**config.mk**
```make
export PLATFORM = sky130hd
export DESIGN_NAME = ebus_pad_port
export DESIGN_NICKNAME = d
export VERILOG_FILES = /design/src/hdl/ebus_pkg.sv /design/src/hdl/ebus_pad_port.sv
export SDC_FILE = /design/constraint.sdc
export NUM_CORES = 1
export LEC_CHECK = 0
export BUFFER_PORTS_ARGS = -buffer_cell sky130_fd_sc_hd__buf_2
export CAP_MARGIN = 0
export CORE_MARGIN = 1.5
export CORE_UTILIZATION = 35
export DETAILED_ROUTE_END_ITERATION = 8
export GPL_TIMING_DRIVEN = 0
export HOLD_SLACK_MARGIN = 0.12
export PLACE_DENSITY = 0.74
export SYNTH_ARGS = -nofsm -noshare
export SYNTH_HDL_FRONTEND = slang
export SYNTH_SLANG_ARGS = --single-unit
```
**constraint.sdc**
```tcl
create_clock -name clk -period 0.9 [get_ports clk]
set_clock_uncertainty 0.2 [all_clocks]
set_input_delay 0.18 -clock clk [delete_from_list [all_inputs] [get_ports clk]]
set_output_delay 0.18 -clock clk [all_outputs]
set_load 0.05 [all_outputs]
```
**src/hdl/ebus_pkg.sv**
```systemverilog
`default_nettype none

package ebus_pkg;

    // Bank number width for the 512 KB external RAM (16 KB pages)
    localparam int bank_w = 5;

    typedef logic [bank_w-1:0] bank_t;
    typedef logic [7:0]        byte_t;

    // Same 16-bit bus address, seen as a memory address or as an IO port
    typedef union packed {
        struct packed {
            logic [1:0]  page;
            logic [13:0] offset;
        } mem;
        struct packed {
            logic [7:0] upper;
            logic [7:0] port;
        } io;
    } ebus_addr_u;

    // Registers at the top of page 3
    localparam logic [15:0] addr_ctrl  = 16'hFFFC;
    localparam logic [15:0] addr_bank0 = 16'hFFFD;
    localparam logic [15:0] addr_bank1 = 16'hFFFE;
    localparam logic [15:0] addr_bank2 = 16'hFFFF;

    // Page 0 stays on bank 0 below this address
    localparam logic [15:0] boot_low_limit = 16'h0400;

    // IO selector codes from port bits 7, 6 and 0
    localparam logic [2:0] port_joy1 = 3'b110;
    localparam logic [2:0] port_joy2 = 3'b111;

    localparam bank_t bank0_reset = bank_t'(0);
    localparam bank_t bank1_reset = bank_t'(1);
    localparam bank_t bank2_reset = bank_t'(2);

endpackage

`default_nettype wire

```
**src/hdl/ebus_pad_port.sv**
```systemverilog
`timescale 1ns/1ps
`default_nettype none

module ebus_pad_port (
    input  logic             clk,
    input  logic             reset,
    input  logic [7:0]       pad1,
    input  logic [7:0]       pad2,
    output ebus_pkg::byte_t  joy1,
    output ebus_pkg::byte_t  joy2
);

    logic [7:0] pad1_meta;
    logic [7:0] pad1_sync;
    logic [7:0] pad2_meta;
    logic [7:0] pad2_sync;

    // Pads are active low, so idle is all ones
    always_ff @(posedge clk or posedge reset) begin
        if (reset) begin
            pad1_meta <= 8'hFF;
            pad1_sync <= 8'hFF;
            pad2_meta <= 8'hFF;
            pad2_sync <= 8'hFF;
        end else begin
            pad1_meta <= pad1;
            pad1_sync <= pad1_meta;
            pad2_meta <= pad2;
            pad2_sync <= pad2_meta;
        end
    end

    // Buttons 2 and 1, then right, left, down, up
    function automatic ebus_pkg::byte_t joy_map(input logic [7:0] p);
        return {2'b11, p[6], p[5], p[1], p[3], p[0], p[2]};
    endfunction

    assign joy1 = joy_map(pad1_sync);
    assign joy2 = joy_map(pad2_sync);

endmodule

`default_nettype wire

```
==> results of run 1 <==
[flip-flops by register name (all words and copies together), names as in the netlist]
name	flops
pad2_meta	6
pad1_meta	6
pad1_sync	6
pad2_sync	6
[per-layer routing]
metal / global-route usage / part of all wire / wire (microns)
met5: 0 / 0 / 0
met1: 0.0888 / 0.28 / 309
met3: 0.0431 / 0.085 / 93
met2: 0.253 / 0.63 / 692
met4: 0.0500 / 0 / 0
[worst min-delay path by stage]
stage / end / slack (ns)
6_report: pad1_sync[0] / 0.15
5_1_grt: pad1_sync[0] / 0.16
4_1_cts: pad1_sync[0] / 0.16
3_5_place_dp: pad2_meta[1] / 0.09
3_3_place_gp: pad2_meta[6] / 0.08
2_1_floorplan: pad1_meta[0] / -0.02
[metrics by stage]
step,hold slack (ns),utilization
2_1_floorplan,-0.0155,-
3_3_place_gp,0.0846,0.474
3_5_place_dp,0.0862,0.474
4_1_cts,0.158,0.640
5_1_grt,0.162,0.640
6_report,0.153,0.640
[layout make-up]
| type | instances | area [sq um] |
|---|---|---|
| Clock inverter | 1 | 30.0 |
| Multi-Input combinational cell | 4 | 15.0 |
| Sequential cell | 24 | 631 |
| Timing Repair Buffer | 37 | 365 |
| Buffer | 4 | 30.0 |
| Inverter | 1 | 3.75 |
| Clock buffer | 3 | 22.5 |
| Tap cell | 25 | 31.3 |
| Fill cell | 136 | 636 |
[placed cells by master, fill, tap and decap left out]
master / count
inv_1: 1
buf_2: 13
conb_1: 4
dlygate4sd3_1: 12
buf_4: 4
bufinv_16: 1
clkbuf_4: 3
buf_8: 12
dfstp_2: 24
[where the power goes]
group	switching (W)	total (W)	internal (W)
clock	0.000291	0.000741	0.000450
combinational	0.000184	0.000324	0.000140
sequential	0.0000265	0.00120	0.00118
[cell families (layout without fill, tap and decap cells)]
family                 count (synthesis)  after routing  synth area share
buffers and inverters                  5             46            0.0506
DFF                                   24             24             0.944
other                                  1              4           0.00561
[what timing repair did]
item	CTS	global route
endpoints found under the hold margin	12	0
hold buffers	12	0
buffers inserted	0	0
gates resized for setup	36	0
setup endpoints to repair	12	12
==> impl_metrics.py, run 1 <==
metrics = {
    "status": {
        "status": "complete, but fails checks",
        "violations": "negative setup slack",
    },
    "setup_path": {
        "rr_endpoint": "pad2_sync[1]",
        "cp.arrival_ns": 1.03,
        "r2r_cells": 0,
        "r2r-start": "pad2_meta[1]",
        "path_cells": "buf_8",
        "cp_num_buf_inv": 1,
        "crit_family": "flip-flops",
        "path_depth": 1,
        "r2r_slack_ns": 0.10,
        "worstSetupEndpoint": "joy2[5]",
        "criticalPathCategory": "flip-flop to output port",
        "critPathMaxStageDelay_ns": 0.57,
        "cp-end-kind": "output port",
        "cp-startpoint": "pad2_sync[6]",
        "critPathLaunchType": "flip-flop",
        "required_ns": 0.52,
        "path_max_fanout": 1,
        "slowest_stage": "dfstp_2",
    },
    "die": {
        "dieArea_sq_mm": 0.00218,
        "placementRows": 15,
        "io-pin-count": 34,
        "core-area_sq_mm": 0.00176,
        "die_w_microns": 46.7,
        "start_util": 0.379,
        "dieHeight_microns": 46.7,
    },
    "timing": {
        "hold_viol": 0,
        "fmax_mhz": 711,
        "max_slew_margin": 0.474,
        "setup_ws_ns": -0.507,
        "setup_tns_ns": -5.74,
        "rsz0062_at_grt": "true",
        "period_minus_slack_ns": 1.41,
        "setup_viol": 12,
        "drv_slew": 0,
        "post-route-period-util": 1.56,
        "worst_pin_slew_ns": 0.788,
    },
    "pwr": {
        "ir_worst_vdd_uv": 1850,
        "p_leak_nw": 0.506,
        "p_total_w": 0.00227,
        "p_per_area_mw_per_mm2": 2010,
    },
    "logic_synthesis": {
        "synth_ff_type": "dfstp_2",
        "synth-seq-cells": 24,
        "synth-edff-count": 0,
        "ys_types": 4,
        "synthTopCellsByArea": "dfstp_2, buf_4, conb_1, inv_1",
        "syn_inst": 30,
        "synth.top_cell.area_share": 0.944,
        "synthesis.area_sq_um": 668,
        "synth_top_area_cell": "dfstp_2",
        "synth_async_sr_flop_share": 1.00,
        "synth_common_cells": "dfstp_2, buf_4, conb_1, inv_1",
        "synth_warnings": 0,
        "syn_area_per_cell_sq_um": 22.3,
        "yosysMostFrequentCell": "dfstp_2",
        "yosysSeqAreaShare": 0.944,
    },
    "placement": {
        "dpl.cell_count": 83,
        "dp_slack_ns": -0.235,
        "port_buffers": 25,
        "gp_congestion": 0.616,
        "post_dp_cell_area_sq_um": 836,
        "dp_hpwl_microns": 640,
    },
    "routing": {
        "drtIter0Drc": 1,
        "ant_nets": 0,
        "vias_per_cell": 3.78,
        "wire_per_inst_microns": 11.1,
        "drt_pre_antenna_iters": 2,
        "wl_microns": 1100,
        "vias": 374,
        "drcViolationCount": 0,
    },
    "min_path": {
        "min-delay-path-class": "flip-flop to flip-flop",
        "hold_depth": 0,
        "hold_start": "pad1_meta[0]",
    },
    "cts": {
        "cts_tree": "built",
        "cts_buffers": 3,
        "cts-root-buf": "clkbuf_4",
        "htreeDepth": 1,
        "insertion_delay_ns": 0.30,
        "path_clk_slew_ns": 0.12,
        "cts.sinks": 24,
        "cts_max_path_buffers": 2,
    },
    "finish": {
        "area_growth_pct": 68.9,
        "drive_gt1_frac": 0.770,
        "layout.nets": 93,
        "n_antenna_cell": 0,
        "finalNonFillerCells": 99,
        "final_area_sq_mm": 0.00113,
    },
    "run": {
        "maxCapViolations": 0,
    },
    "global_route": {
        "antenna_found_initial": 0,
        "globalRouteOverflowTotal": 0,
        "grt_util_all_layers": 0.120,
        "grt_pass1_vias": 402,
        "grt_max_degree": 25,
        "grt_pass1_wl_microns": 1630,
    },
}
No activity file was read; power rests on OpenSTA's default activity.
==> run 2: changes to the inputs <==
--- a/config.mk
+++ b/config.mk
@@ -12,6 +12,7 @@
 export DETAILED_ROUTE_END_ITERATION = 8
 export GPL_TIMING_DRIVEN = 0
 export HOLD_SLACK_MARGIN = 0.12
+export MAX_ROUTING_LAYER = met4
 export PLACE_DENSITY = 0.74
 export SYNTH_ARGS = -nofsm -noshare
 export SYNTH_HDL_FRONTEND = slang
==> run 2 against run 1 <==
Net effect: the run still ends with negative setup slack left; largest power group unchanged; critical endpoint unchanged; sequential share of layout area stayed put; largest cell class unchanged; register-to-register slack hardly changed; die area stayed put; flip-flop and latch count stayed put; first-iteration DRC count stayed put; hold slack worse by 0.00059 ns.
==> impl_metrics.py, run 2 (synthesis results as in run 1) <==
metrics = {
    "status": {
        "status": "complete, but fails checks",
        "violations": "negative setup slack",
    },
    "setup_path": {
        "path_max_fanout": 1,
        "worstSetupEndpoint": "joy2[5]",
        "slowest_stage": "dfstp_2",
        "path_cells": "buf_8",
        "r2r_cells": 0,
        "critPathMaxStageDelay_ns": 0.57,
        "rr_endpoint": "pad2_sync[1]",
        "required_ns": 0.52,
        "r2r-start": "pad2_meta[1]",
        "crit_family": "flip-flops",
        "r2r_slack_ns": 0.10,
        "cp-end-kind": "output port",
        "cp_num_buf_inv": 1,
        "cp.arrival_ns": 1.03,
        "criticalPathCategory": "flip-flop to output port",
        "critPathLaunchType": "flip-flop",
        "path_depth": 1,
        "cp-startpoint": "pad2_sync[6]",
    },
    "routing": {
        "drtIter0Drc": 1,
        "wl_microns": 1090,
        "drt_pre_antenna_iters": 4,
        "vias_per_cell": 3.77,
        "drcViolationCount": 0,
        "wire_per_inst_microns": 11.0,
        "vias": 373,
        "ant_nets": 0,
    },
    "cts": {
        "post-cts-setup-buffers": 0,
        "cts_tree": "built",
        "cts.sinks": 24,
        "cts_max_path_buffers": 2,
        "cts-root-buf": "clkbuf_4",
        "path_clk_slew_ns": 0.13,
        "insertion_delay_ns": 0.30,
        "htreeDepth": 1,
        "cts_buffers": 3,
    },
    "finish": {
        "layout.nets": 93,
        "layout_common_cells": "dfstp_2, buf_2, dlygate4sd3_1, buf_8",
        "mostFrequentLayoutCell": "dfstp_2",
        "drive_gt1_frac": 0.770,
        "n_antenna_cell": 0,
        "area_growth_pct": 68.9,
        "final_area_sq_mm": 0.00113,
    },
    "timing": {
        "period_minus_slack_ns": 1.41,
        "fmax_mhz": 710,
        "post-route-period-util": 1.56,
        "rsz0062_at_grt": "true",
        "drv_slew": 0,
        "worst_pin_slew_ns": 0.790,
        "max_slew_margin": 0.473,
        "holdWs_ns": 0.152,
        "setup_ws_ns": -0.508,
        "hold_viol": 0,
        "setup_viol": 12,
    },
    "pwr": {
        "p_leak_nw": 0.506,
        "ir_worst_vdd_uv": 1850,
        "p_per_area_mw_per_mm2": 2010,
        "p_total_w": 0.00227,
    },
    "run": {
        "maxCapViolations": 0,
    },
    "die": {
        "start_util": 0.379,
        "dieHeight_microns": 46.7,
        "die_w_microns": 46.7,
        "placementRows": 15,
        "dieArea_sq_mm": 0.00218,
        "io-pin-count": 34,
        "core-area_sq_mm": 0.00176,
    },
    "placement": {
        "gp_congestion": 0.621,
        "port_buffers": 25,
        "post_dp_cell_area_sq_um": 836,
        "dp_hpwl_microns": 640,
    },
    "global_route": {
        "antenna_found_initial": 0,
        "grt_pass1_wl_microns": 1630,
        "globalRouteOverflowTotal": 0,
        "grt_max_degree": 25,
        "grt_util_all_layers": 0.123,
        "grt_pass1_vias": 402,
    },
    "min_path": {
        "min-delay-path-class": "flip-flop to flip-flop",
    },
}
-- run 2: how the worst min path moves through the flow --
stage	startpoint	end	slack, ns	depth (start not counted)
2_1_floorplan	pad1[0]	pad1_meta[0]	-0.02	0
3_3_place_gp	pad2[6]	pad2_meta[6]	0.08	1
3_5_place_dp	pad2[1]	pad2_meta[1]	0.09	1
4_1_cts	pad1_meta[0]	pad1_sync[0]	0.16	0
5_1_grt	pad1_meta[0]	pad1_sync[0]	0.16	0
6_report	pad1_meta[0]	pad1_sync[0]	0.15	0
-- run 2: power breakdown --
part	total, W	internal, W	switching [W]
sequential	0.00120	0.00118	0.0000265
clock	0.000742	0.000450	0.000292
combinational	0.000324	0.000140	0.000183
-- run 2: metal layers --
| layer | share of wire | global-route usage | vias up | wire length [microns] |
|---|---|---|---|---|
| met3 | 0.068 | 0.0235 | 0 | 74 |
| met5 | 0 | - | - | 0 |
| met2 | 0.63 | 0.253 | 22 | 681 |
| met1 | 0.30 | 0.102 | 183 | 330 |
| met4 | 0 | 0.0500 | 0 | 0 |
| li1 | - | - | 168 | - |
-- run 2: timing repair --
action	CTS	global route
endpoints found under the setup margin	12	12
hold buffers	12	0
pin swaps	0	0
hold endpoints to repair	12	0
resized for setup	36	0
-- run 2: cell type report --
type	count	area, sq um
multi-input cells	4	15.0
clock buffers	3	22.5
flip-flops and latches	24	631
plain buffers	4	30.0
repair buffers	37	365
inverters	1	3.75
clock inverters	1	30.0
well taps	25	31.3
fillers	136	636
-- run 2: stage by stage --
stage / setup TNS (ns) / util / instances / setup WS, ns
2_1_floorplan: -1.63 / - / 33 / -0.136
3_3_place_gp: -4.85 / 0.474 / 83 / -0.224
3_5_place_dp: -5.56 / 0.474 / 83 / -0.235
4_1_cts: -5.97 / 0.640 / 99 / -0.505
5_1_grt: -6.20 / 0.640 / 99 / -0.533
6_report: -5.75 / 0.640 / 99 / -0.508
