<file path="config.mk">
export PLATFORM = sky130hd
export DESIGN_NAME = ebus_bank_regs
export DESIGN_NICKNAME = d
export VERILOG_FILES = /design/src/hdl/ebus_pkg.sv /design/src/hdl/ebus_bank_regs.sv
export SDC_FILE = /design/constraint.sdc
export NUM_CORES = 1
export LEC_CHECK = 0
export BUFFER_PORTS_ARGS = -buffer_cell sky130_fd_sc_hd__buf_2
export CAP_MARGIN = 0
export CORE_MARGIN = 3
export CORE_UTILIZATION = 35
export CTS_CLUSTER_SIZE = 28
export DETAILED_ROUTE_END_ITERATION = 16
export HOLD_SLACK_MARGIN = 0.15
export PLACE_DENSITY = 0.65
export SLEW_MARGIN = 5
export SYNTH_ARGS = -nofsm -noshare
export SYNTH_HDL_FRONTEND = slang
export SYNTH_SLANG_ARGS = --single-unit
</file>
<file path="constraint.sdc">
create_clock -name clk -period 1.15 [get_ports clk]
set_clock_uncertainty 0.1 [all_clocks]
set_input_delay 0.23 -clock clk [delete_from_list [all_inputs] [get_ports clk]]
set_output_delay 0.23 -clock clk [all_outputs]
set_load 0.01 [all_outputs]
</file>
<file path="src/hdl/ebus_pkg.sv">
`default_nettype none

package ebus_pkg;

    // Bank number width for the 512 KB external RAM (16 KB pages)
    localparam int bank_w = 5;

    typedef logic [bank_w-1:0] bank_t;
    typedef logic [7:0]        byte_t;

    // Same 16-bit bus address, seen as a memory address or as an IO port
    typedef union packed {
        struct packed {
            logic [1:0]  page;
            logic [13:0] offset;
        } mem;
        struct packed {
            logic [7:0] upper;
            logic [7:0] port;
        } io;
    } ebus_addr_u;

    // Registers at the top of page 3
    localparam logic [15:0] addr_ctrl  = 16'hFFFC;
    localparam logic [15:0] addr_bank0 = 16'hFFFD;
    localparam logic [15:0] addr_bank1 = 16'hFFFE;
    localparam logic [15:0] addr_bank2 = 16'hFFFF;

    // Page 0 stays on bank 0 below this address
    localparam logic [15:0] boot_low_limit = 16'h0400;

    // IO selector codes from port bits 7, 6 and 0
    localparam logic [2:0] port_joy1 = 3'b110;
    localparam logic [2:0] port_joy2 = 3'b111;

    localparam bank_t bank0_reset = bank_t'(0);
    localparam bank_t bank1_reset = bank_t'(1);
    localparam bank_t bank2_reset = bank_t'(2);

endpackage

`default_nettype wire

</file>
<file path="src/hdl/ebus_bank_regs.sv">
`timescale 1ns/1ps
`default_nettype none

module ebus_bank_regs (
    input  logic             clk,
    input  logic             reset,
    input  logic             bus_write,
    input  ebus_pkg::byte_t  wr_data,
    input  logic             sel_bank0,
    input  logic             sel_bank1,
    input  logic             sel_bank2,
    input  logic             sel_ctrl,
    output ebus_pkg::bank_t  bank0,
    output ebus_pkg::bank_t  bank1,
    output ebus_pkg::bank_t  bank2,
    output logic             startup_mode
);

    always_ff @(posedge clk or posedge reset) begin
        if (reset) begin
            bank0        <= ebus_pkg::bank0_reset;
            bank1        <= ebus_pkg::bank1_reset;
            bank2        <= ebus_pkg::bank2_reset;
            startup_mode <= 1'b1;
        end else if (bus_write) begin
            if (sel_bank0) begin
                bank0 <= wr_data[ebus_pkg::bank_w-1:0];
            end
            if (sel_bank1) begin
                bank1 <= wr_data[ebus_pkg::bank_w-1:0];
            end
            if (sel_bank2) begin
                bank2 <= wr_data[ebus_pkg::bank_w-1:0];
            end
            // Leaving startup mode is one-way until the next reset
            if (sel_ctrl) begin
                startup_mode <= 1'b0;
            end
        end
    end

endmodule

`default_nettype wire

</file>
==> results.md, run 1 <==
- WP depth: 1
- Die Area: about 2200 sq um
- Root Buffer: clkbuf_4
- Hold crit path type: in2reg
- Layout Cells excl Fill: 95
- Ant. Diodes: 0
- Top cell type's share of synthesized area: 54.62%
- Status: finished with violations
- CTS Buf Count: 3
- Starting Density: 38.20%
- Reg2Reg Depth: 2
- Inst Count DP: 80
- Vias/cell: 4.663
- Setup crit start kind: flip-flop
- RSZ-0062 raised after global routing: true
- WL per Instance: ~13 um
- Final setup violation count: 4
- Fin nets: 95
- Req. time, crit path: 0.82 ns
- CTS Sinks: 16
- GRT Util Overall: 12.19%
- Family with the most delay on the worst path: flip-flops
- Routed WL: 1192 um
- Slew at the pin with the worst max-slew slack: 0.2485 ns
- Post-synth top area cell: dfrtp_1
- Synth top cells by count: mux2_2, dfrtp_1, dfstp_2, nand2_1
- Register area share after synthesis: 67.86%
- Peak Freq: 799.3 MHz
- Depth of the CTS H-tree: 1
- DR vias: 443
- Area growth syn-to-layout: 53.78%
- Clock Latency Late Sink: roughly 0.28 ns
- Core Area: around 1600 sq um
- Final period util: 108.8%
- I/O pins: 31
- Fin crit period: 1.251 ns
- Die H: around 47 um
- Synth area leaders: dfrtp_1, mux2_2, dfstp_2, nand2_1, a21boi_0
- Reg clk slew, reported paths: 0.09 ns
- Crit end category: output pin
- Share of cells above drive strength 1: 67.09%
- Failing checks: negative setup slack
- Peak supply drop: 0.001168 V
- Cell Rows: 14
- CTS tree: yes
- Netlist cell types: 6
- Yosys warnings: 0
- Power Dens Cells: between 1000 and 1500 nW/um^2
- Fillcell total: 130
- Crit-path cells: buf_6
- DRT Pass-1 Iters: 2
- CTS Buffer Depth: 2
- Leak pwr: 0.0004466 uW
- Post-Syn Nets: slightly above 50
- Slew HR: 83.40%
- Post-route ant nets: 0
- Initial antenna violation count: 0
- Biggest cell delay along the critical path: 0.54 ns
- Avg Cell Area, Syn: 16.54 sq um
- Final worst slack: -0.1011 ns
- DIE WIDTH: 47.25 um
- Vias in the first global route: around 400
- Input/output buffers: 27
- Hold Vio Cnt, Final: 0
- Yosys reg bits: 16
- Pin count of the biggest net entering global routing: 17
- Slowest cell on crit path: dfstp_2
- Gr ovfl total: 0
- Crit path DAT: between 0.9 and 1 ns
- Most used DFF post-synth: dfrtp_1
- DRC: 0
- Critical path class: reg2out
- Maximum fanout along the worst path: 2
- Max-cap violation count: 0
- Iteration-0 DRC count of the detailed router: 3
- Top-count cell post-synth: mux2_2
- Pins Over Slew Limit: 0
- Worst Path Buf+Inv: 1
- Global-route wire length before repair: 1828 um
- Asr flop ratio synth: 100.0%
- Area of the multi-input gates: 187.7 sq um
- Setup_tns: -0.2980 ns
- Min-Delay Path Depth: 3
- Register Area: 404.1 sq um
- Routability cong.: 0.6334
- Post-Syn Area: 595.6 sq um
- Cells after synthesis: 36
- Post-synth EDFFs: 0
[worst min-delay path: cells and delay by family]
| kind | cells | cell delay (ns) |
|---|---|---|
| buffers and inverters | 1 | 0.09 |
| and+or+nand+nor | 1 | 0.19 |
| muxes | 1 | 0.19 |
[worst paths after layout]
| kind | to | slack, ns | startpoint |
|---|---|---|---|
| worst max-delay path | bank2[1] | -0.10 | bank2[1] |
| worst min-delay path | bank2[2] | 0.36 | sel_bank2 |
| worst max register to register | bank1[4] | 0.16 | bank1[4] |
| worst min register to register | startup_mode | 0.40 | startup_mode |
| max in group asynchronous | bank1[0] | 0.31 | reset |
| min in group asynchronous | bank0[1] | 0.39 | reset |
[power by group]
part           internal [uW]  switching [uW]  total (uW)
combinational            179             125         304
sequential               648            37.2         685
clock                    193             166         359
total                   1020             328        1350
[layer usage]
metal	vias up	wire [um]	GRT usage [%]
met1	215	496	13.94
met5	-	0	0
li1	213	-	-
met4	0	0	1.657
met3	0	70	5.747
met2	15	625	21.12
[cell type report]
cell class | instances | share of cell area (%)
tap | 16 | 2.186
sequential | 16 | 44.13
multi-input combinational | 19 | 20.49
timing repair buffer | 39 | 28.83
clock buffer | 4 | 3.962
inverter | 1 | 0.4098
[state kept, by name, indices dropped and copies added, names as in the netlist]
register      cells
bank0             5
bank1             5
bank2             5
startup_mode      1
[placed cells by master, fill, tap and decap left out]
cell type	instances
nand2_1	3
clkbuf_8	1
a21boi_0	1
buf_2	24
clkbuf_4	3
dlygate4sd3_1	8
dfstp_2	3
mux2_2	15
buf_6	3
inv_1	1
dfrtp_1	13
buf_4	4
[metrics by stage]
stage	total power [uW]	setup slack, ns	util [%]	area, sq um	hold WS, ns
final	1348	-0.1011	58.75	915.9	0.3560
after global routing	1429	-0.1443	58.75	915.9	0.3755
after CTS	1359	-0.1190	57.78	900.9	0.3515
after detailed placement	949.5	-0.01773	48.64	758.2	0.1428
after global placement	941.0	0.0001229	48.64	758.2	0.1423
after floorplan	825.2	0.2224	-	595.6	0.04159
[logic make-up after synthesis]
family                 share of synthesized area (%)
flip-flops                                     67.86
buffers and inverters                         0.6296
AND/OR/NAND/NOR                                1.891
AO/OA/AOI/OAI                                  1.261
multiplexers                                   28.36
[timing repair]
action / CTS / global route
hold buffers: 8 / 0
endpoints found under the hold margin: 32 / 0
setup endpoints to repair: 6 / 16
gates resized for setup: 3 / 0
setup buffers: 1 / 2
No activity file was read; power rests on OpenSTA's default activity.
==> run 2: changes to the inputs <==
- PLACE_DENSITY: 0.65 -> not set
- PLACE_DENSITY_LB_ADDON: not set -> 0.2
- RECOVER_POWER: not set -> 50
==> run 2 against run 1 <==
The run still ends with negative setup slack left; cell count fell by 3.2%; setup slack got worse by 0.018 ns; combinational power fell by 6.9%; sequential power barely moved; non-clock buffer count fell by 3; largest cell class unchanged; critical path depth did not move; highest routed layer is now met4.
==> results.md, run 2 (synthesis gave the netlist of run 1 again) <==
- Area growth syn-to-layout: 49.58% (was 53.78%)
- Peak Freq: 787.7 MHz (was 799.3 MHz)
- Iteration-0 DRC count of the detailed router: 6 (was 3)
- Biggest cell delay along the critical path: 0.55 ns (was 0.54 ns)
- Failing checks: negative setup slack (unchanged)
- GRT Util Overall: 11.85% (was 12.19%)
- Max Used Layer: met4 (was met3)
- Slew HR: 73.34% (was 83.40%)
- CTS Buf Count: 3 (unchanged)
- Wire length on met1: 543 um (was 496 um)
- Biggest regs: bank0: 5 flops, bank1: 5 flops, bank2: 5 flops (unchanged)
- Gr ovfl total: 0 (unchanged)
- Fin nets: 92 (was 95)
- Input/output buffers: 27 (unchanged)
- Cell Rows: 14 (unchanged)
- Routed WL: 1251 um (was 1192 um)
- Worst reg2reg path endpoint: startup_mode (was bank1[4])
- Final worst slack: -0.1195 ns (was -0.1011 ns)
- Worst Path Buf+Inv: 1 (unchanged)
- Family with the most delay on the worst path: flip-flops (unchanged)
- Status: finished with violations (unchanged)
- Power Dens Cells: 1501 nW/um^2 (was 1472 nW/um^2)
- Most frequent cells in the layout: buf_2, mux2_2, dfrtp_1, dlygate4sd3_1 (was buf_2, mux2_2, dfrtp_1, dlygate4sd3_1, buf_4)
- Post-route ant nets: 0 (unchanged)
- I/O pins: 31 (unchanged)
- Leak pwr: 0.0004315 uW (was 0.0004466 uW)
- Final instance area: 890.9 sq um (was 915.9 sq um)
- Met3 WL: 71 um (was 70 um)
- Reg2Reg Depth: 1 (was 2)
- DR vias: 438 (was 443)
- DRC: 0 (unchanged)
- WL met2: 621 um (was 625 um)
- # Post-CTS Setup Buffers: 0 (was 1)
- RSZ-0062 raised after global routing: true (unchanged)
- Hold Vio Cnt, Final: 0 (unchanged)
- Critical path class: reg2out (unchanged)
- CTS Sinks: 16 (unchanged)
- Reg clk slew, reported paths: 0.10 ns (was 0.09 ns)
- Post-Place Cell Area: 758.2 sq um (unchanged)
- Pins Over Slew Limit: 0 (unchanged)
- Core Area: 1559 sq um (unchanged)
- Crit-path cells: buf_6 (unchanged)
- Crit path DAT: 0.94 ns (was 0.92 ns)
- Pin count of the biggest net entering global routing: 17 (unchanged)
- DIE WIDTH: 47.25 um (unchanged)
- CTS Buffer Depth: 2 (unchanged)
- Clock power share: 27.7% (was 26.6%)
- Crit end category: output pin (unchanged)
- CTS tree: yes (unchanged)
- Slowest cell on crit path: dfstp_2 (unchanged)
- Layout Cells excl Fill: 92 (was 95)
- Psw: 336.1 uW (was 328.4 uW)
- Peak supply drop: 0.0009151 V (was 0.001168 V)
- Global-route wire length before repair: 1745 um (was 1828 um)
- Root Buffer: clkbuf_4 (unchanged)
- Min-Delay Path Depth: 3 (unchanged)
- Min-Delay Endpoint: bank1[0] (was bank2[2])
- Initial antenna violation count: 0 (unchanged)
- Seq pwr share: 51.1% (was 50.8%)
- Ant. Diodes: 0 (unchanged)
- Share of cells above drive strength 1: 65.79% (was 67.09%)
- Sw Share: 25.13% (was 24.36%)
- Reg2Reg Launch Point: startup_mode (was bank1[4])
- Slew at the pin with the worst max-slew slack: 0.3999 ns (was 0.2485 ns)
- Final setup violation count: 3 (was 4)
- Final period util: 110.4% (was 108.8%)
- Clock Latency Late Sink: 0.29 ns (was 0.28 ns)
- Max-cap violation count: 0 (unchanged)
- Die Area: 2233 sq um (unchanged)
- Setup crit start kind: flip-flop (unchanged)
- Maximum fanout along the worst path: 2 (unchanged)
- Vias in the first global route: 390 (was 395)
- Routability cong.: 0.6346 (was 0.6334)
- Die H: 47.25 um (unchanged)
- WL per Instance: 13.60 um (was 12.55 um)
- Fin crit period: 1.270 ns (was 1.251 ns)
- Depth of the CTS H-tree: 1 (unchanged)
- Hold crit path type: in2reg (unchanged)
- Commonest non-fill, non-tap cell in the layout: buf_2 (unchanged)
- Starting Density: 38.20% (unchanged)
- Inst Count DP: 80 (unchanged)
- Internal: 1001 uW (was 1020 uW)
- Hold Crit Start: sel_bank1 (was sel_bank2)
- DRT Pass-1 Iters: 3 (was 2)
- Vias/cell: 4.761 (was 4.663)
- Combinational cell fraction of total power: 21.2% (was 22.6%)
- Reg2reg setup slack: 0.25 ns (was 0.16 ns)
- DP HPWL: 852.3 um
- Req. time, crit path: 0.82 ns (about the same)
-- run 2: area by class of cell --
type	count	area [sq um]
Timing Repair Buffer	36	239.0
Clock buffer	4	36.28
Fill cell	127	668.1
Sequential cell	16	404.1
Inverter	1	3.754
Multi-Input combinational cell	19	187.7
Tap cell	16	20.02
-- run 2: power by group through the flow --
stage | logic (uW) | registers (uW) | clock network [uW]
after floorplan | 92.4 | 733 | 0
after global placement | 251 | 691 | 0
after detailed placement | 255 | 693 | 0
after CTS | 288 | 685 | 382
after global routing | 305 | 692 | 408
final | 283 | 684 | 370
-- run 2: metal layers --
metal	track usage [%]	vias up
met5	0	-
met2	18.98	19
li1	-	205
met1	14.83	212
met4	6.630	0
met3	2.299	2
-- run 2: per-stage QoR --
stage | hold WS, ns | utilization (%) | setup TNS (ns) | total power, uW | setup WS, ns
5_1_grt | 0.3609 | 57.14 | -0.7117 | 1405 | -0.1518
2_1_floorplan | 0.04159 | - | 0 | 825.2 | 0.2224
4_1_cts | 0.3501 | 57.30 | -0.3677 | 1355 | -0.1312
3_5_place_dp | 0.1444 | 48.64 | -0.1568 | 947.8 | -0.02350
6_report | 0.3423 | 57.14 | -0.3183 | 1337 | -0.1195
3_3_place_gp | 0.1426 | 48.64 | -0.03294 | 941.6 | -0.006975
-- run 2: worst max path at each step --
stage,from,to,depth (start not counted)
6_report,bank1[0],bank1[0],1
5_1_grt,bank1[0],bank1[0],1
3_3_place_gp,bus_write,bank0[0],3
2_1_floorplan,bus_write,bank0[0],2
3_5_place_dp,bus_write,bank0[4],3
4_1_cts,bank1[0],bank1[0],1
-- run 2: repair_timing --
action,4_1_cts,5_1_grt
hold buffers,8,0
endpoints found under the hold margin,32,0
resized for setup,3,0
endpoints found under the setup margin,7,16
pin swaps,0,0
