==> config.mk <==
export PLATFORM = sky130hd
export DESIGN_NAME = ebus_decode
export DESIGN_NICKNAME = d
export VERILOG_FILES = /design/src/hdl/ebus_pkg.sv /design/src/hdl/ebus_decode.sv
export SDC_FILE = /design/constraint.sdc
export NUM_CORES = 1
export LEC_CHECK = 0
export BUFFER_PORTS_ARGS = -buffer_cell sky130_fd_sc_hd__buf_4
export CORE_AREA = 2 2 39 41
export DETAILED_ROUTE_END_ITERATION = 6
export DIE_AREA = 0 0 41 43
export PLACE_DENSITY = 0.66
export REMOVE_ABC_BUFFERS = 1
export SLEW_MARGIN = 20
export SYNTH_ARGS = -nofsm -noshare
export SYNTH_HDL_FRONTEND = slang
export SYNTH_SLANG_ARGS = --single-unit
==> constraint.sdc <==
create_clock -name vclk -period 1.3
set_input_delay 0.26 -clock vclk [all_inputs]
set_output_delay 0.26 -clock vclk [all_outputs]
set_load 0.01 [all_outputs]
==> src/hdl/ebus_pkg.sv <==
`default_nettype none

package ebus_pkg;

    // Bank number width for the 512 KB external RAM (16 KB pages)
    localparam int bank_w = 5;

    typedef logic [bank_w-1:0] bank_t;
    typedef logic [7:0]        byte_t;

    // Same 16-bit bus address, seen as a memory address or as an IO port
    typedef union packed {
        struct packed {
            logic [1:0]  page;
            logic [13:0] offset;
        } mem;
        struct packed {
            logic [7:0] upper;
            logic [7:0] port;
        } io;
    } ebus_addr_u;

    // Registers at the top of page 3
    localparam logic [15:0] addr_ctrl  = 16'hFFFC;
    localparam logic [15:0] addr_bank0 = 16'hFFFD;
    localparam logic [15:0] addr_bank1 = 16'hFFFE;
    localparam logic [15:0] addr_bank2 = 16'hFFFF;

    // Page 0 stays on bank 0 below this address
    localparam logic [15:0] boot_low_limit = 16'h0400;

    // IO selector codes from port bits 7, 6 and 0
    localparam logic [2:0] port_joy1 = 3'b110;
    localparam logic [2:0] port_joy2 = 3'b111;

    localparam bank_t bank0_reset = bank_t'(0);
    localparam bank_t bank1_reset = bank_t'(1);
    localparam bank_t bank2_reset = bank_t'(2);

endpackage

`default_nettype wire

==> src/hdl/ebus_decode.sv <==
`timescale 1ns/1ps
`default_nettype none

module ebus_decode (
    input  ebus_pkg::ebus_addr_u bus_a,
    input  logic                 mreq_n,
    input  logic                 iorq_n,
    input  logic                 wr_n,
    input  logic                 startup_mode,
    input  ebus_pkg::bank_t      bank0,
    input  ebus_pkg::bank_t      bank1,
    input  ebus_pkg::bank_t      bank2,
    output logic                 sel_int_ram,
    output logic                 sel_bank0,
    output logic                 sel_bank1,
    output logic                 sel_bank2,
    output logic                 sel_ctrl,
    output logic                 sel_joy1,
    output logic                 sel_joy2,
    output logic                 sel_internal,
    output ebus_pkg::bank_t      bank_addr,
    output logic                 ram_ce_n,
    output logic                 ram_we_n
);

    logic       mem_cycle;
    logic       io_cycle;
    logic       ext_mem;
    logic [2:0] io_sel;

    assign mem_cycle = !mreq_n;
    assign io_cycle  = !iorq_n;

    ////////////////////////////////////////////////////////////////////////////
    // Memory space
    ////////////////////////////////////////////////////////////////////////////

    // Page 3 is internal, registers overlay its last four bytes
    assign sel_int_ram = mem_cycle && (bus_a.mem.page == 2'b11);
    assign sel_ctrl    = mem_cycle && (bus_a == ebus_pkg::addr_ctrl);
    assign sel_bank0   = mem_cycle && (bus_a == ebus_pkg::addr_bank0);
    assign sel_bank1   = mem_cycle && (bus_a == ebus_pkg::addr_bank1);
    assign sel_bank2   = mem_cycle && (bus_a == ebus_pkg::addr_bank2);

    always_comb begin
        case (bus_a.mem.page)
            2'b00: begin
                if (bus_a < ebus_pkg::boot_low_limit) begin
                    bank_addr = '0;
                end else begin
                    bank_addr = bank0;
                end
            end
            2'b01:   bank_addr = bank1;
            2'b10:   bank_addr = bank2;
            default: bank_addr = '0;
        endcase
    end

    ////////////////////////////////////////////////////////////////////////////
    // IO space
    ////////////////////////////////////////////////////////////////////////////

    // Partial decoding on port bits 7, 6 and 0
    assign io_sel   = {bus_a.io.port[7], bus_a.io.port[6], bus_a.io.port[0]};
    assign sel_joy1 = io_cycle && (io_sel == ebus_pkg::port_joy1);
    assign sel_joy2 = io_cycle && (io_sel == ebus_pkg::port_joy2);

    assign sel_internal = io_cycle || sel_int_ram;

    // External RAM turns read-only once startup mode ends
    assign ext_mem  = mem_cycle && !sel_internal;
    assign ram_ce_n = !(ext_mem && (wr_n || startup_mode));
    assign ram_we_n = !(ext_mem && !wr_n && startup_mode);

endmodule

`default_nettype wire

==> flow_summary.ini, run 1 <==
[outcome]
status = finished, violations left
violations = negative setup slack

[global_route]
grt_use_met2_pct = 33.4
busiest_layer = met2
grt_pass1_wl_mm = 1.95
gr-total-overflow = 0
antenna_found_initial = 0
grt_max_degree = 7
gr-usage-met3_pct = 1.05
grt_pass1_vias = 495
met1_usage_pct = 14.0
grt_usage_pct = 15.3

[synthesis]
synth_mux_area_share_pct = 0
synth_xor_area_share_pct = 0
syn_avg_cell_area_um2 = 6.19
yosys.area_share.adder_pct = 0
synth.largest_area_cell = a221o_1
synth-compound-area-share_pct = 24.6
synth_commonest_cells = nand2_1, nor2_1, a221o_1
synth_area_leaders = a221o_1, nand2_1, nor2_1
netlist_area_um2 = 254
synth_top_family_by_area = simple AND/OR/NAND/NOR gates
synth_warnings = 0
yosysMostFrequentCell = nand2_1
yosys.area.top_type_share_pct = 19.7
synth_cell_types = 18
synth_cells = 41
synthSimpleGateAreaFrac_pct = 65.0
synth_seq_area_share_pct = 0

[job]
max_cap_viol_count = 0

[die]
num_rows = 14
die_height_um = 43
initial_core_util_pct = 18.4
coreArea_um2 = 1380
io_pins = 50
fp.dieW_um = 41
fp.dieArea_um2 = 1760

[route]
drc_errors = 0
drt_first_pass_iters = 4
drt-total-wl_mm = 1.36
wl_per_cell_um = 11.7
drt-initial-drc-count = 3
viasPerCell = 4.68
ant_nets = 0
via_count = 543

[timing]
slew_headroom_pct = 78.7
final-hold-violation-count = 0
post-route-min-period_ns = 1.49
layout_setup_ws_ns = -0.195
max_freq_mhz = 669
tightestPinTransition_ns = 0.319
period_share_pct = 115
rsz0062_at_grt = true
drv_slew = 0
setup_tns_ns = -1.37
setup_viol = 9

[critical_path]
worstPathRequired_ns = 1.04
path_buf_inv = 2
slowest_delay_ns = 0.55
critPathLaunchType = input pin
cp_top_family = simple AND/OR/NAND/NOR gates
critPathKind = input pin to output port
cp_num_cells = 5
cp_max_fo = 2
crit_chain = buf_6 -> nand4_1 -> or4_4 -> nor3_2 -> buf_4
cp_slowest_cell = or4_4
end_kind = output port
worstPathArrival_ns = 1.23

[layout]
seqCellArea_um2 = 0
clock_buffers = 0
final_cell_area_um2 = 881
drive_above_1_share_pct = 73.0
syn2layout_area_growth_pct = 247
multi_input_area_um2 = 309
fill_cells = 130
nets = 137
diodes = 0
seq_cells = 0

[min_path]
min_path_cells = 3
min_to = ram_ce_n
hold_path.class = input pin to output port
hold_start = wr_n

[placement]
routabilityCongestion = 0.587
dpl.hpwl_mm = 1.07
port_buffers = 50
placed_area_um2 = 709
pre_cts_ws_ns = -0.265

[power_and_ir_drop]
ir_drop_mv = 0.162
power.internal_uw = 162
p_sw_share_pct = 35.1
pwr-share-seq_pct = 0
power_switching_uw = 87.4
p_leak_nw = 0.441
p_per_area_nw_per_um2 = 283
p_clk_share_pct = 0
p_comb_share_pct = 100.0

[clocking]
cts_hold_buf = 0
[metrics by stage]
stage / utilization, % / hold slack (ns) / std cells / power [mW]
finish: 63.7 / 0.791 / 116 / 0.249
global route: 63.7 / 0.816 / 116 / 0.267
CTS: 59.9 / 0.797 / 116 / 0.235
detailed placement: 51.3 / 0.795 / 115 / 0.197
global placement: 51.3 / 0.793 / 115 / 0.194
floorplan: - / 0.553 / 39 / 0.0508
[kinds of logic (layout without fill, tap and decap cells)]
kind of cell | Yosys count | after routing
buf+inv | 5 | 64
compound gates | 7 | 7
simple gates | 29 | 29
[cells in the final DEF, fill, tap and decap left out, drive strengths merged]
cell type  netlist  routed
nand4            3       3
or2              1       1
nor4             2       2
a211oi           1       1
nor2             6       6
inv              3       3
o21ai            1       1
a221o            5       5
nor4b            1       1
or4              1       1
and3b            1       1
nand3b           2       2
nor3             4       4
buf              2      61
nor2b            1       1
nand2            7       7
[worst min-delay path, cell delays in order]
cell and delay, ns:
buf_4 0.08, o21ai_1 0.05, buf_4 0.14
[per-layer routing]
layer  wire length [µm]  vias up
li1                   -      274
met1                395      248
met2                881       21
met3                 86        0
met4                  0        0
met5                  0        -
[worst max path at each step]
stage                   end  slack [ns]       from
2_1_floorplan      sel_ctrl       -0.05   bus_a[9]
3_3_place_gp   bank_addr[1]       -0.27  bus_a[13]
3_5_place_dp   bank_addr[0]       -0.27  bus_a[13]
4_1_cts        bank_addr[0]       -0.20  bus_a[10]
5_1_grt            sel_ctrl       -0.26   bus_a[2]
6_report           sel_ctrl       -0.19   bus_a[2]
[cell type report]
class / count / share of cell area (%)
Inverter: 3 / 1.28
Multi-Input combinational cell: 36 / 35.1
Tap cell: 16 / 2.27
Timing Repair Buffer: 61 / 61.4
[power groups by stage]
stage                     registers, mW  logic [mW]  clock network (mW)
final                                 0       0.249                   0
after global routing                  0       0.267                   0
after CTS                             0       0.235                   0
after detailed placement              0       0.197                   0
after global placement                0       0.194                   0
after floorplan                       0      0.0508                   0
[timing repair]
item | CTS | global route
resized for setup | 25 | 13
pin swaps | 12 | 4
endpoints found under the setup margin | 11 | 11
setup buffers | 1 | 0
No activity file was read; power rests on OpenSTA's default activity.
==> run 2, diff against run 1 <==
- PLACE_DENSITY: 0.66 -> default
- clock period: 1.3 -> 1.6 ns (I/O delays scaled with it)
==> flow_summary.ini, run 2 (synthesis gave the netlist of run 1 again) <==
[route]
wl_per_cell_um = 11.6
via_count = 546
viasPerCell = 4.83
wl_met1_um = 430
route.met2.wl_um = 674
drc_errors = 0
drt_first_pass_iters = 2
ant_nets = 0
drt-initial-drc-count = 2
drt-total-wl_mm = 1.31
wl_met3_um = 207
top_layer_used = met3

[layout]
syn2layout_area_growth_pct = 212
seqCellArea_um2 = 0
fill_cells = 147
seq_cells = 0
final_cell_mix = buf_4, buf_6, nand2_1, a221o_1, nor2_1
clock_buffers = 0
multi_input_area_um2 = 277
final_cell_count_no_fill = 113
diodes = 0
drive_above_1_share_pct = 68.0
final_common_cell = buf_4
nets = 134

[critical_path]
path_buf_inv = 2
critPathKind = input pin to output port
cp_slowest_cell = or4_4
cp_max_fo = 2
worstPathRequired_ns = 1.28
crit_chain = buf_6 -> nand4_1 -> or4_4 -> nor3_2 -> buf_4
cp_top_family = simple AND/OR/NAND/NOR gates
worstPathArrival_ns = 1.30
slowest_delay_ns = 0.54
end_kind = output port
critPathLaunchType = input pin

[timing]
period_share_pct = 101
final-hold-violation-count = 0
setup_viol = 6
layout_setup_ws_ns = -0.0177
slew_headroom_pct = 75.3
rsz0062_at_grt = true
max_freq_mhz = 618
drv_slew = 0
tightestPinTransition_ns = 0.370
post-route-min-period_ns = 1.62

[placement]
pre_cts_ws_ns = -0.106
routabilityCongestion = 0.706
dpl.hpwl_mm = 1.10
placed_cells = 112
port_buffers = 50

[power_and_ir_drop]
ir_drop_mv = 0.111
p_leak_nw = 0.399
p_per_area_nw_per_um2 = 231

[job]
max_cap_viol_count = 0

[global_route]
antenna_found_initial = 0
grt_max_degree = 8
grt_pass1_vias = 553
grt_usage_pct = 14.3
gr-total-overflow = 0
grt_pass1_wl_mm = 1.93

[die]
io_pins = 50
coreArea_um2 = 1380
num_rows = 14
fp.dieArea_um2 = 1760
fp.dieW_um = 41
initial_core_util_pct = 18.4
die_height_um = 43

[min_path]
hold_start = bus_a[0]
hold_path.class = input pin to output port
min_path_cells = 3
min_to = sel_ctrl

[outcome]
status = finished, violations left
violations = negative setup slack
## run 2: worst max path at each step
stage                    from      endpoint  slack [ns]  cells past startpoint
floorplan            bus_a[9]      sel_ctrl        0.13                      3
global placement    bus_a[13]  bank_addr[1]       -0.07                      5
detailed placement  bus_a[13]  bank_addr[1]       -0.11                      5
CTS                 bus_a[13]  bank_addr[2]       -0.04                      5
global route        bus_a[10]  bank_addr[1]       -0.07                      5
finish               bus_a[2]      sel_ctrl       -0.02                      5
## run 2: cell type report
class                           count  area share (%)
Inverter                            3            1.42
Multi-Input combinational cell     36            34.9
Tap cell                           16            2.53
Timing Repair Buffer               58            61.1
## run 2: where the power goes
| part | switching (mW) | leakage [nW] | total (mW) | internal [mW] |
|---|---|---|---|---|
| clock network | 0 | 0 | 0 | 0 |
| logic | 0.0655 | 0.399 | 0.183 | 0.117 |
| registers | 0 | 0 | 0 | 0 |
| total | 0.0655 | 0.399 | 0.183 | 0.117 |
## run 2: worst min-delay path, stage by stage
cell,delay [ns]
buf_4,0.10
nor3_2,0.04
buf_4,0.13
## run 2: what timing repair did
action                     in CTS  in global routing
setup buffers                   1                  0
setup endpoints to repair       7                  9
pin swaps                       4                  4
gates resized for setup        17                  4
hold buffers                    0                  0
## run 2: per-stage QoR
stage | setup TNS, ns | hold WS [ns] | utilization (%) | power [mW] | cell area [µm²]
floorplan | 0 | 0.673 | - | 0.0413 | 239
global placement | -0.383 | 0.910 | 49.6 | 0.155 | 687
detailed placement | -0.608 | 0.913 | 49.6 | 0.156 | 687
CTS | -0.0710 | 0.913 | 56.0 | 0.181 | 774
global route | -0.359 | 0.921 | 57.2 | 0.196 | 792
finish | -0.0735 | 0.913 | 57.2 | 0.183 | 792
## run 2: metal layers
layer  vias up  track usage (%)
met5         -                0
met4         0                0
met3         0             4.19
met2        36             25.6
met1       241             16.8
li1        269                -
==> run 3, diff against run 2 <==
- BUFFER_PORTS_ARGS: -buffer_cell sky130_fd_sc_hd__buf_4 -> default
- CELL_PAD_IN_SITES_DETAIL_PLACEMENT: default -> 0
- CELL_PAD_IN_SITES_GLOBAL_PLACEMENT: default -> 2
- DONT_BUFFER_PORTS: default -> 1
- PLACE_DENSITY_LB_ADDON: default -> 0.1
==> flow_summary.ini, run 3 (synthesis gave the netlist of run 1 again) <==
[outcome]
status = complete, no violations

[global_route]
met1_usage_pct = 10.1
grt_pass1_vias = 298
grt_max_degree = 10
antenna_found_initial = 0
grt_pass1_wl_mm = 1.11
grt_usage_pct = 8.39
gr-total-overflow = 0
busiest_layer = met2
gr-usage-met3_pct = 0
grt_use_met2_pct = 16.3

[power_and_ir_drop]
fin_total_pwr_uw = 47.4
p_sw_share_pct = 56.8
pwr-share-seq_pct = 0
p_comb_share_pct = 100.0
p_leak_nw = 0.105
power.internal_uw = 20.5
p_clk_share_pct = 0
p_per_area_nw_per_um2 = 169
ir_drop_mv = 0.0449
power_switching_uw = 27.0

[timing]
period_share_pct = 94.3
drv_slew = 0
hold_slack_ns = 0.675
final-hold-violation-count = 0
tightestPinTransition_ns = 0.506
post-route-min-period_ns = 1.51
layout_setup_ws_ns = 0.0914
max_freq_mhz = 663
slew_headroom_pct = 66.0
rsz0062_at_grt = false
setup_viol = 0
setup_tns_ns = 0

[placement]
routabilityCongestion = 0.629
pre_cts_ws_ns = 0.0693
placed_cells = 58
placed_area_um2 = 282
port_buffers = 0

[layout]
final_common_cell = nand2_1
syn2layout_area_growth_pct = 10.8
utilization_pct = 20.3
final_cell_area_um2 = 282
final_cell_count_no_fill = 58
final_cell_mix = nand2_1, nor2_1, a221o_1
nets = 79
seqCellArea_um2 = 0
clock_buffers = 0
drive_above_1_share_pct = 14.3
diodes = 0
seq_cells = 0
fill_cells = 165

[route]
via_count = 331
wl_per_cell_um = 14.3
drt-initial-drc-count = 2
drt_first_pass_iters = 4
drc_errors = 0
ant_nets = 0
viasPerCell = 5.71
drt-total-wl_um = 827

[die]
num_rows = 14
fp.dieArea_um2 = 1760
initial_core_util_pct = 18.4
io_pins = 50
fp.dieW_um = 41
coreArea_um2 = 1380
die_height_um = 43

[critical_path]
cp_slowest_cell = or4_4
end_kind = output port
slowest_delay_ns = 0.54
cp_max_fo = 3
worstPathRequired_ns = 1.28
worstPathArrival_ns = 1.19
critPathLaunchType = input pin
crit_chain = nand4_1 -> or4_4 -> nor2_1
critPathKind = input pin to output port

[clocking]
post-cts-setup-buffers = 0
cts-resized-gates = 0
cts_hold_buf = 0

[min_path]
hold_path.class = input pin to output port

[job]
max_cap_viol_count = 0
-- run 3: power by group through the flow --
stage          Sequential, mW  Combinational [mW]  Clock, mW
6_report                    0              0.0474          0
5_1_grt                     0              0.0524          0
4_1_cts                     0              0.0481          0
3_5_place_dp                0              0.0481          0
3_3_place_gp                0              0.0473          0
2_1_floorplan               0              0.0413          0
-- run 3: path summary, 6_finish.rpt --
check	start	to	slack (ns)	depth (start not counted)
worst min-delay path	bus_a[0]	sel_ctrl	0.67	1
worst max-delay path	bus_a[9]	sel_bank0	0.09	3
-- run 3: layer usage --
layer,wire length (µm),vias up,part of all wire [%]
li1,-,162,-
met1,299,146,36
met2,425,23,51
met3,103,0,12
met4,0,0,0
met5,0,-,0
-- run 3: worst max-delay path: cells and delay by family --
family / cells / cell delay [ns]
AND/OR/NAND/NOR: 3 / 0.86
-- run 3: layout make-up --
type | count | area (µm²) | share of cell area, %
Multi-Input combinational cell | 36 | 228 | 80.9
Inverter | 3 | 11.3 | 4.00
Timing Repair Buffer | 3 | 22.5 | 8.00
Tap cell | 16 | 20.0 | 7.11
